$ cat config.mk
export PLATFORM = sky130hd
export DESIGN_NAME = dcache_dirty_unit
export DESIGN_NICKNAME = d
export VERILOG_FILES = /design/src/rtl/dcache_dirty_pkg.sv /design/src/rtl/dirty_write_if.sv /design/src/rtl/dcache_dirty_unit.sv /design/src/rtl/flush_scanner.sv /design/src/rtl/dirty_tracker.sv /design/src/rtl/dirty_bit_ram.sv
export SDC_FILE = /design/constraint.sdc
export NUM_CORES = 1
export LEC_CHECK = 0
export ABC_AREA = 0
export BUFFER_PORTS_ARGS = -buffer_cell sky130_fd_sc_hd__buf_4
export CAP_MARGIN = 10
export CORE_UTILIZATION = 57
export DETAILED_ROUTE_END_ITERATION = 12
export PLACE_DENSITY = 0.73
export SLEW_MARGIN = 25
export SYNTH_ARGS = -nofsm -noshare
export SYNTH_HDL_FRONTEND = slang
export SYNTH_HIERARCHICAL = 1
export SYNTH_SLANG_ARGS = --single-unit
$ cat constraint.sdc
create_clock -name clk -period 6.3 [get_ports clk]
set_input_delay 0 -clock clk [delete_from_list [all_inputs] [get_ports clk]]
set_output_delay 0 -clock clk [all_outputs]
set_load 0.05 [all_outputs]
$ cat src/rtl/dcache_dirty_pkg.sv
//////////////////////////////////////////////////
// Data cache dirty tracker shared geometry
// Line, word and bit sizes plus the state encodings
//////////////////////////////////////////////////
`default_nettype none

package dcache_dirty_pkg;

  // Cache geometry with one dirty bit per line
  localparam int NUM_LINES = 64;
  localparam int NUM_WORDS = 8;                       // Words in the dirty RAM
  localparam int WORD_BITS = 8;                       // Lines packed into one word

  // Low bits pick the RAM word, high bits pick the bit inside it
  typedef logic [$clog2(NUM_LINES)-1:0] line_index_t;

  typedef logic [$clog2(NUM_WORDS)-1:0] word_addr_t;

  // Serves as write data and as per-bit write enable
  typedef logic [WORD_BITS-1:0] dirty_word_t;

  // Tracker runs a clear sweep before it accepts commands
  typedef enum logic {
    SWEEP,
    IDLE
  } init_state_t;

  // Flush scanner walk
  typedef enum logic [1:0] {
    SCAN_IDLE,
    SCAN_RUN,                                         // Issuing one read per line
    SCAN_DONE                                         // Draining the last result
  } scan_state_t;

endpackage

`default_nettype wire
$ cat src/rtl/dirty_write_if.sv
//////////////////////////////////////////////////
// Dirty RAM write port and flush scan interfaces
//////////////////////////////////////////////////
`timescale 1ns/1ps
`default_nettype none

// One bit-enabled write port of the dirty RAM
interface dirty_write_if import dcache_dirty_pkg::*; ();
  word_addr_t  addr;
  logic        wen;
  dirty_word_t bit_en;                                // Only these bits are written
  dirty_word_t data;

  modport source (output addr, wen, bit_en, data);
  modport sink   (input  addr, wen, bit_en, data);
endinterface

// Link between the tracker and the flush scanner
interface dirty_scan_if import dcache_dirty_pkg::*; ();
  logic        read;
  line_index_t read_index;
  logic        clear;
  line_index_t clear_index;
  logic        active;                                // Scanner owns the read port
  logic        dirty_bit;                             // Valid the cycle after read

  modport scanner (
    output read, read_index, clear, clear_index, active,
    input  dirty_bit
  );
  modport tracker (
    input  read, read_index, clear, clear_index, active,
    output dirty_bit
  );
endinterface

`default_nettype wire

$ cat src/rtl/dcache_dirty_unit.sv
//////////////////////////////////////////////////
// Top level of the data cache dirty-line tracker
// Wires the dirty RAM, command tracker and scanner
//////////////////////////////////////////////////
`timescale 1ns/1ps
`default_nettype none

module dcache_dirty_unit import dcache_dirty_pkg::*; (
  input  logic        clk,
  input  logic        rst,
  input  logic        mark_valid,
  input  line_index_t mark_index,
  input  logic        fill_valid,
  input  line_index_t fill_index,
  input  logic        fill_dirty,
  input  logic        clean_valid,
  input  line_index_t clean_index,
  input  logic        query_valid,
  input  line_index_t query_index,
  input  logic        init,
  input  logic        flush_start,
  output logic        dirty_valid,
  output logic        dirty,
  output logic        wb_valid,
  output line_index_t wb_index,
  output logic        flush_done,
  output logic        busy
);

  logic        rd_en;
  word_addr_t  raddr;
  dirty_word_t rdata;
  logic        flush_go;

  dirty_write_if wr0_bus ();
  dirty_write_if wr1_bus ();
  dirty_scan_if  scan_bus ();

  assign flush_go = flush_start & ~busy;              // Flush is a command like the others

  dirty_bit_ram dirty_bit_ram_inst (
    .clk   (clk),
    .rst   (rst),
    .wr0   (wr0_bus),
    .wr1   (wr1_bus),
    .rd_en (rd_en),
    .raddr (raddr),
    .rdata (rdata)
  );

  dirty_tracker dirty_tracker_inst (
    .clk         (clk),
    .rst         (rst),
    .mark_valid  (mark_valid),
    .mark_index  (mark_index),
    .fill_valid  (fill_valid),
    .fill_index  (fill_index),
    .fill_dirty  (fill_dirty),
    .clean_valid (clean_valid),
    .clean_index (clean_index),
    .query_valid (query_valid),
    .query_index (query_index),
    .init        (init),
    .dirty_valid (dirty_valid),
    .dirty       (dirty),
    .busy        (busy),
    .wr0         (wr0_bus),
    .wr1         (wr1_bus),
    .rd_en       (rd_en),
    .raddr       (raddr),
    .rdata       (rdata),
    .scan        (scan_bus)
  );

  flush_scanner flush_scanner_inst (
    .clk         (clk),
    .rst         (rst),
    .flush_start (flush_go),
    .wb_valid    (wb_valid),
    .wb_index    (wb_index),
    .flush_done  (flush_done),
    .scan        (scan_bus)
  );

endmodule

`default_nettype wire

$ cat src/rtl/flush_scanner.sv
//////////////////////////////////////////////////
// Flush scanner that walks every line, reports the
// dirty ones for writeback and cleans them
//////////////////////////////////////////////////
`timescale 1ns/1ps
`default_nettype none

module flush_scanner import dcache_dirty_pkg::*; (
  input  logic          clk,
  input  logic          rst,
  input  logic          flush_start,
  output logic          wb_valid,
  output line_index_t   wb_index,
  output logic          flush_done,
  dirty_scan_if.scanner scan
);

  scan_state_t state;
  line_index_t rd_idx;
  line_index_t idx_q;                                 // Index of the read in flight
  logic        valid_q;
  logic        hit;

  always_ff @(posedge clk) begin
    if (rst) begin
      state   <= SCAN_IDLE;
      rd_idx  <= '0;
      valid_q <= 1'b0;
    end else begin
      valid_q <= scan.read;
      case (state)
        SCAN_IDLE: begin
          if (flush_start) begin
            state  <= SCAN_RUN;
            rd_idx <= '0;
          end
        end
        SCAN_RUN: begin
          rd_idx <= rd_idx + 1'b1;
          if (rd_idx == line_index_t'(NUM_LINES - 1)) state <= SCAN_DONE;
        end
        SCAN_DONE: begin
          if (!valid_q) state <= SCAN_IDLE;           // Last result has drained
        end
        default: state <= SCAN_IDLE;
      endcase
    end
  end

  // Pairs each returned bit with the index that was read
  always_ff @(posedge clk) begin
    if (scan.read) idx_q <= rd_idx;
  end

  assign scan.read       = (state == SCAN_RUN);
  assign scan.read_index = rd_idx;
  assign scan.active     = (state != SCAN_IDLE);

  assign hit = valid_q & scan.dirty_bit;

  // Writeback report and clean go out in the same cycle
  assign wb_valid         = hit;
  assign wb_index         = idx_q;
  assign scan.clear       = hit;
  assign scan.clear_index = idx_q;

  assign flush_done = (state == SCAN_DONE) & ~valid_q;

endmodule

`default_nettype wire

$ cat src/rtl/dirty_tracker.sv
//////////////////////////////////////////////////
// Dirty tracker control for command decode, write
// port arbitration, clear sweep and read bit select
//////////////////////////////////////////////////
`timescale 1ns/1ps
`default_nettype none

module dirty_tracker import dcache_dirty_pkg::*; (
  input  logic          clk,
  input  logic          rst,
  input  logic          mark_valid,
  input  line_index_t   mark_index,
  input  logic          fill_valid,
  input  line_index_t   fill_index,
  input  logic          fill_dirty,
  input  logic          clean_valid,
  input  line_index_t   clean_index,
  input  logic          query_valid,
  input  line_index_t   query_index,
  input  logic          init,
  output logic          dirty_valid,
  output logic          dirty,
  output logic          busy,
  dirty_write_if.source wr0,
  dirty_write_if.source wr1,
  output logic          rd_en,
  output word_addr_t    raddr,
  input  dirty_word_t   rdata,
  dirty_scan_if.tracker scan
);

  localparam int BIT_POS_BITS = $clog2(WORD_BITS);

  init_state_t               state;
  word_addr_t                sweep_cnt;
  logic [BIT_POS_BITS-1:0]   bit_sel_q;
  line_index_t               rd_index;
  logic                      sweeping;

  // Word address lives in the low index bits
  function automatic word_addr_t word_of(input line_index_t idx);
    return idx[$bits(word_addr_t)-1:0];
  endfunction

  // One-hot enable for the bit held in the high index bits
  function automatic dirty_word_t bit_mask(input line_index_t idx);
    dirty_word_t mask;
    mask = '0;
    mask[idx[$bits(line_index_t)-1:$bits(word_addr_t)]] = 1'b1;
    return mask;
  endfunction

  assign sweeping = (state == SWEEP);
  assign busy     = sweeping | scan.active;

  // Clear sweep writes one word per cycle after reset or init
  always_ff @(posedge clk) begin
    if (rst) begin
      state     <= SWEEP;
      sweep_cnt <= '0;
    end else begin
      case (state)
        SWEEP: begin
          sweep_cnt <= sweep_cnt + 1'b1;
          if (sweep_cnt == word_addr_t'(NUM_WORDS - 1)) state <= IDLE;
        end
        default: begin
          if (init && !busy) begin
            state     <= SWEEP;
            sweep_cnt <= '0;
          end
        end
      endcase
    end
  end

  // Port 0 marks and fills, and a fill takes the port over a mark
  assign wr0.wen    = (fill_valid | mark_valid) & ~busy;
  assign wr0.addr   = fill_valid ? word_of(fill_index) : word_of(mark_index);
  assign wr0.bit_en = fill_valid ? bit_mask(fill_index) : bit_mask(mark_index);
  assign wr0.data   = fill_valid ? {WORD_BITS{fill_dirty}} : {WORD_BITS{1'b1}};

  // Port 1 only ever writes zeros for the sweep, a scanner clean or an external clean
  always_comb begin
    wr1.data = '0;
    if (sweeping) begin
      wr1.wen    = 1'b1;
      wr1.addr   = sweep_cnt;
      wr1.bit_en = '1;
    end else if (scan.active) begin
      wr1.wen    = scan.clear;
      wr1.addr   = word_of(scan.clear_index);
      wr1.bit_en = bit_mask(scan.clear_index);
    end else begin
      wr1.wen    = clean_valid;
      wr1.addr   = word_of(clean_index);
      wr1.bit_en = bit_mask(clean_index);
    end
  end

  // Scanner has the read port for the whole flush
  assign rd_index = scan.active ? scan.read_index : query_index;
  assign rd_en    = scan.active ? scan.read : (query_valid & ~busy);
  assign raddr    = word_of(rd_index);

  always_ff @(posedge clk) begin
    if (rd_en) bit_sel_q <= rd_index[$bits(line_index_t)-1:$bits(word_addr_t)];
  end

  always_ff @(posedge clk) begin
    if (rst) begin
      dirty_valid <= 1'b0;
    end else begin
      dirty_valid <= query_valid & ~busy;             // Dropped queries get no response
    end
  end

  assign dirty         = rdata[bit_sel_q];
  assign scan.dirty_bit = rdata[bit_sel_q];

endmodule

`default_nettype wire

$ cat src/rtl/dirty_bit_ram.sv
//////////////////////////////////////////////////
// Dirty bit array of 8 words with 8 bits each
// Two bit-enabled write ports, registered read address
//////////////////////////////////////////////////
`timescale 1ns/1ps
`default_nettype none

module dirty_bit_ram import dcache_dirty_pkg::*; (
  input  logic        clk,
  input  logic        rst,
  dirty_write_if.sink wr0,
  dirty_write_if.sink wr1,
  input  logic        rd_en,
  input  word_addr_t  raddr,
  output dirty_word_t rdata
);

  dirty_word_t mem [NUM_WORDS];
  word_addr_t  raddr_q;

  // Port 1 is applied after port 0 so a clean beats a mark on the same bit
  always_ff @(posedge clk) begin
    if (wr0.wen) begin
      for (int i = 0; i < WORD_BITS; i++) begin
        if (wr0.bit_en[i]) mem[wr0.addr][i] <= wr0.data[i];
      end
    end
    if (wr1.wen) begin
      for (int i = 0; i < WORD_BITS; i++) begin
        if (wr1.bit_en[i]) mem[wr1.addr][i] <= wr1.data[i];
      end
    end
  end

  always_ff @(posedge clk) begin
    if (rst) begin
      raddr_q <= '0;
    end else if (rd_en) begin
      raddr_q <= raddr;
    end
  end

  // Array is read behind the address register, so same-cycle writes show up
  assign rdata = mem[raddr_q];

endmodule

`default_nettype wire

==> flow_results.org <==
** Clocking
- CTS tree :: yes
- TritonCTS created 9 clock buffers.
- Clock slew at reported path FFs :: 0.09 ns
- Clock sink count :: 93
- The cell sitting at the root of the clock tree is a clkbuf_8.
- Post-CTS timing repair inserted 0 buffers for setup.
- The later pin in the worst-skew pair is clocked with a latency of 0.38 ns.
- Counting along the longest clock path gives a buffer depth of 2.
- For this design, the CTS-stage hold fixing added 7 buffers.
- The H-tree was split into 3 levels.
- Post-cts gate resize count :: 0

** STA
- Time the final worst path needs with I/O delays and setup :: 4.07 ns
- Summed over all failing endpoints, the final setup total negative slack is 0 ns.
- Dividing the final minimum period by the clock period gives 0.646.
- Final hold violation count :: 0
- Tightest slew margin relative to the limit :: 0.408
- Max Clk Rate :: 246 MHz
- Least-Margin Pin Slew :: 0.885 ns
- Number of pins exceeding their max-slew limit in the final report :: 0
- Setup skew after layout :: 0.0132 ns
- Final Setup Violations :: 0
- Setup repair after global routing left no endpoint under its margin.
- Final setup margin :: 2.23 ns

** Pwr
- Share of total power in the clock network :: 0.324
- Static leakage :: 2.20 nW
- Dividing total power by cell area gives a power density of 209 mW/mm².
- Total power :: 1.34 mW
- Internal power comes to 997 µW.
- Relative contribution of sequential cells to total power :: 0.520
- Net switching component of the power :: 345 µW
- Portion of total power attributed to combinational logic :: 0.157
- Across the VDD grid, the largest voltage drop is 0.000110 V.
- Of the total power, the share spent switching nets is 0.257.

** Drt
- Wl on met1 :: 5.92 mm
- Routed len/inst :: 20.3 µm
- Uppermost layer routed :: met4
- Antenna Nets Post-Route :: 0
- Using the TritonRoute via totals, the vias-per-cell ratio works out to 6.36.
- Routed length on met3 :: 983 µm
- The routed layout has 4386 vias.
- Total wirelength of the detailed-routed design :: 14.0 mm
- In the routed design, unresolved DRC markers number 0.
- Number of optimization iterations in the first detailed-route pass :: 5
- Count of routing violations after the opening detailed-route iteration :: 310
- Detailed route wirelength on metal2 :: 6.83 mm

** Cells and area
- After the flow finishes, the layout carries non-filler instances totaling 690.
- Fraction of layout instances using a drive strength above 1 :: 0.292
- Area growth syn-to-layout :: 5.95%
- Most frequent cells in the layout :: nor2_1 (77), mux2_2 (76), edfxtp_1 (73)
- After filler insertion, the fill cell instance count of the layout stands at 817.
- 0 antenna diodes ended up in the layout.
- Most frequent standard cell in the layout excluding fill and tap cells :: nor2_1
- In the final design database the tool counted 585 nets.

** Worst setup path
- Data arrives at the worst endpoint at 4.32 ns.
- Critical path's most frequent cell :: mux2_2
- By startpoint and endpoint, the worst setup path is classified as reg2reg.
- The worst setup path is captured at a register.
- In this run the worst path has a maximum fanout of 16.
- STA classifies the critical path startpoint as a register.
- Standard cell with the maximum stage delay on the critical path :: dfxtp_2
- Delay of the slowest critical-path stage :: 0.70 ns
- Worst path cell trace :: mux4_1 > mux2_2 > mux4_1 > mux2_2 > and2_1 > mux2i_1 > nand2_1 > nand2_1 > nor2_1 > mux2_2
- For the worst setup path, the data required time is 6.56 ns.

** Synth
- Count of warnings emitted by yosys :: 6
- Post-synthesis register bit count :: 93
- Summed over all instances, the cell type with the most area after synthesis is edfxtp_1.
- Post-synthesis average cell area :: 11.1 µm²
- Share of the synthesized area in the top cell type :: 0.362
- The share of the Yosys chip area taken by registers is 0.428.
- EDFF count, synth :: 73
- In the synthesized netlist the dominant register cell turns out to be edfxtp_1.
- In the synthesized netlist the async set-or-reset flop fraction comes to 0.
- Post-synthesis cell count :: 548
- In the post-synthesis netlist, the biggest area contributors are edfxtp_1 (36%), mux2_2 (14%), o22ai_1 (7.2%).
- The synthesized netlist contains 47 unique library cells.
- Post-Synthesis Cell Area :: 0.00606 mm²

** GRT
- The first global-routing pass estimated 22.2 mm of wire.
- For this run the aggregate overflow at the end of global routing stands at 0.
- Vias in the first global route :: 4232
- Entering global routing, the biggest net connects 65 pins.
- Aggregate global-route resource usage :: 0.267
- Number of antenna violations at the first check in global routing :: 0

** Min path
- Type of the worst min-delay path :: in2reg

** Floorplan
- In this run the standard cell core region covers 0.0103 mm².
- The initial utilization of the core area, before any placement, comes to 0.587.
- Number of top-level pins :: 44
- Die X :: 105 µm
- After floorplanning, the core was divided into 37 placement rows.
- Die Footprint :: 0.0110 mm²
- The floorplan step set the die height to 105 µm.

** Run
- Maximum Capacitance Violations :: 0

** Placed design
- Summed over all nets, the half-perimeter wirelength after detailed placement is 9.15 mm.
- At the placement stage, the worst setup path has a slack of 1.95 ns.
- Routability-driven placement finished with a final weighted congestion of 0.836.
- Port buffering added 43 buffers.
- The number of placed instances, taps included, is 667.

** Run status
- The flow ran to the end, and the final reports show no timing, DRC or antenna violations.
## power by group through the flow
stage	Sequential, mW	Combinational (mW)	Clock, mW
after detailed placement	0.712	0.202	0
after global routing	0.699	0.226	0.461
final	0.697	0.210	0.434
after floorplan	0.708	0.168	0
after global placement	0.711	0.194	0
after CTS	0.698	0.206	0.435
## critical path, delay by kind of cell (launching register included)
| family | cells | cell delay [ns] |
|---|---|---|
| mux | 6 | 2.12 |
| simple gates | 4 | 1.12 |
| flops | 1 | 0.70 |
## per-layer routing
layer  vias to the layer above  track usage
met3                        24       0.0480
met5                         -            0
met2                       182        0.430
li1                       2045            -
met1                      2135        0.353
met4                         0        0.118
## cell type report
| type | count | area (µm²) | area share |
|---|---|---|---|
| clock buffers | 12 | 188 | 0.0292 |
| clock inverters | 4 | 31.3 | 0.00487 |
| inverters | 2 | 7.51 | 0.00117 |
| multi-input cells | 392 | 3030 | 0.472 |
| flip-flops and latches | 93 | 2590 | 0.404 |
| well taps | 136 | 170 | 0.0265 |
| repair buffers | 51 | 400 | 0.0624 |
## state kept, by name, summed over array words and instances, names as in the netlist, named ones only
name and cells:
flush_scanner_inst/state 2, flush_scanner_inst/scan.read_index 6, flush_scanner_inst/valid_q 1, flush_scanner_inst/scan.clear_index 6
dirty_tracker_inst/sweep_cnt 3, dirty_tracker_inst/dirty_valid 1, dirty_tracker_inst/state 1, dirty_bit_ram_inst/raddr_q 3
dirty_bit_ram_inst/mem 64, dirty_tracker_inst/bit_sel_q 3
## kinds of logic after synthesis
group,Yosys count,synth area share
simple gates,179,0.146
mux,111,0.246
flops,93,0.428
compound gates,91,0.0964
buf+inv,70,0.0766
fa+ha+maj,3,0.00620
other cells,1,0.000619
## cell usage after synthesis (8+ instances only)
| cell | count |
|---|---|
| mux2i_1 | 9 |
| nand3_1 | 11 |
| nand2b_1 | 11 |
| mux4_1 | 12 |
| mux2_2 | 76 |
| buf_6 | 8 |
| a21oi_1 | 8 |
| buf_4 | 26 |
| nor2_1 | 77 |
| nand2_1 | 33 |
| edfxtp_1 | 73 |
| dfxtp_1 | 20 |
| buf_2 | 22 |
| o22ai_1 | 70 |
## through the flow
stage / util / area [µm²] / hold slack [ns]
after floorplan: - / 6090 / 0.0691
after global placement: 0.594 / 6130 / 0.265
after detailed placement: 0.594 / 6130 / 0.265
after CTS: 0.622 / 6420 / 0.0375
after global routing: 0.622 / 6420 / 0.0705
final: 0.622 / 6420 / 0.0371
## final timing paths
check	startpoint	endpoint	slack, ns	cells after the start
setup / recovery	register	dirty_bit_ram_inst/mem[6][0]	2.23	10
setup reg to reg	register	dirty_bit_ram_inst/mem[6][0]	2.23	10
hold / removal	query_index[2]	register	0.04	4
hold reg to reg	dirty_tracker_inst/sweep_cnt[1]	dirty_tracker_inst/sweep_cnt[1]	0.50	2
(Power assumes the default switching activity.)
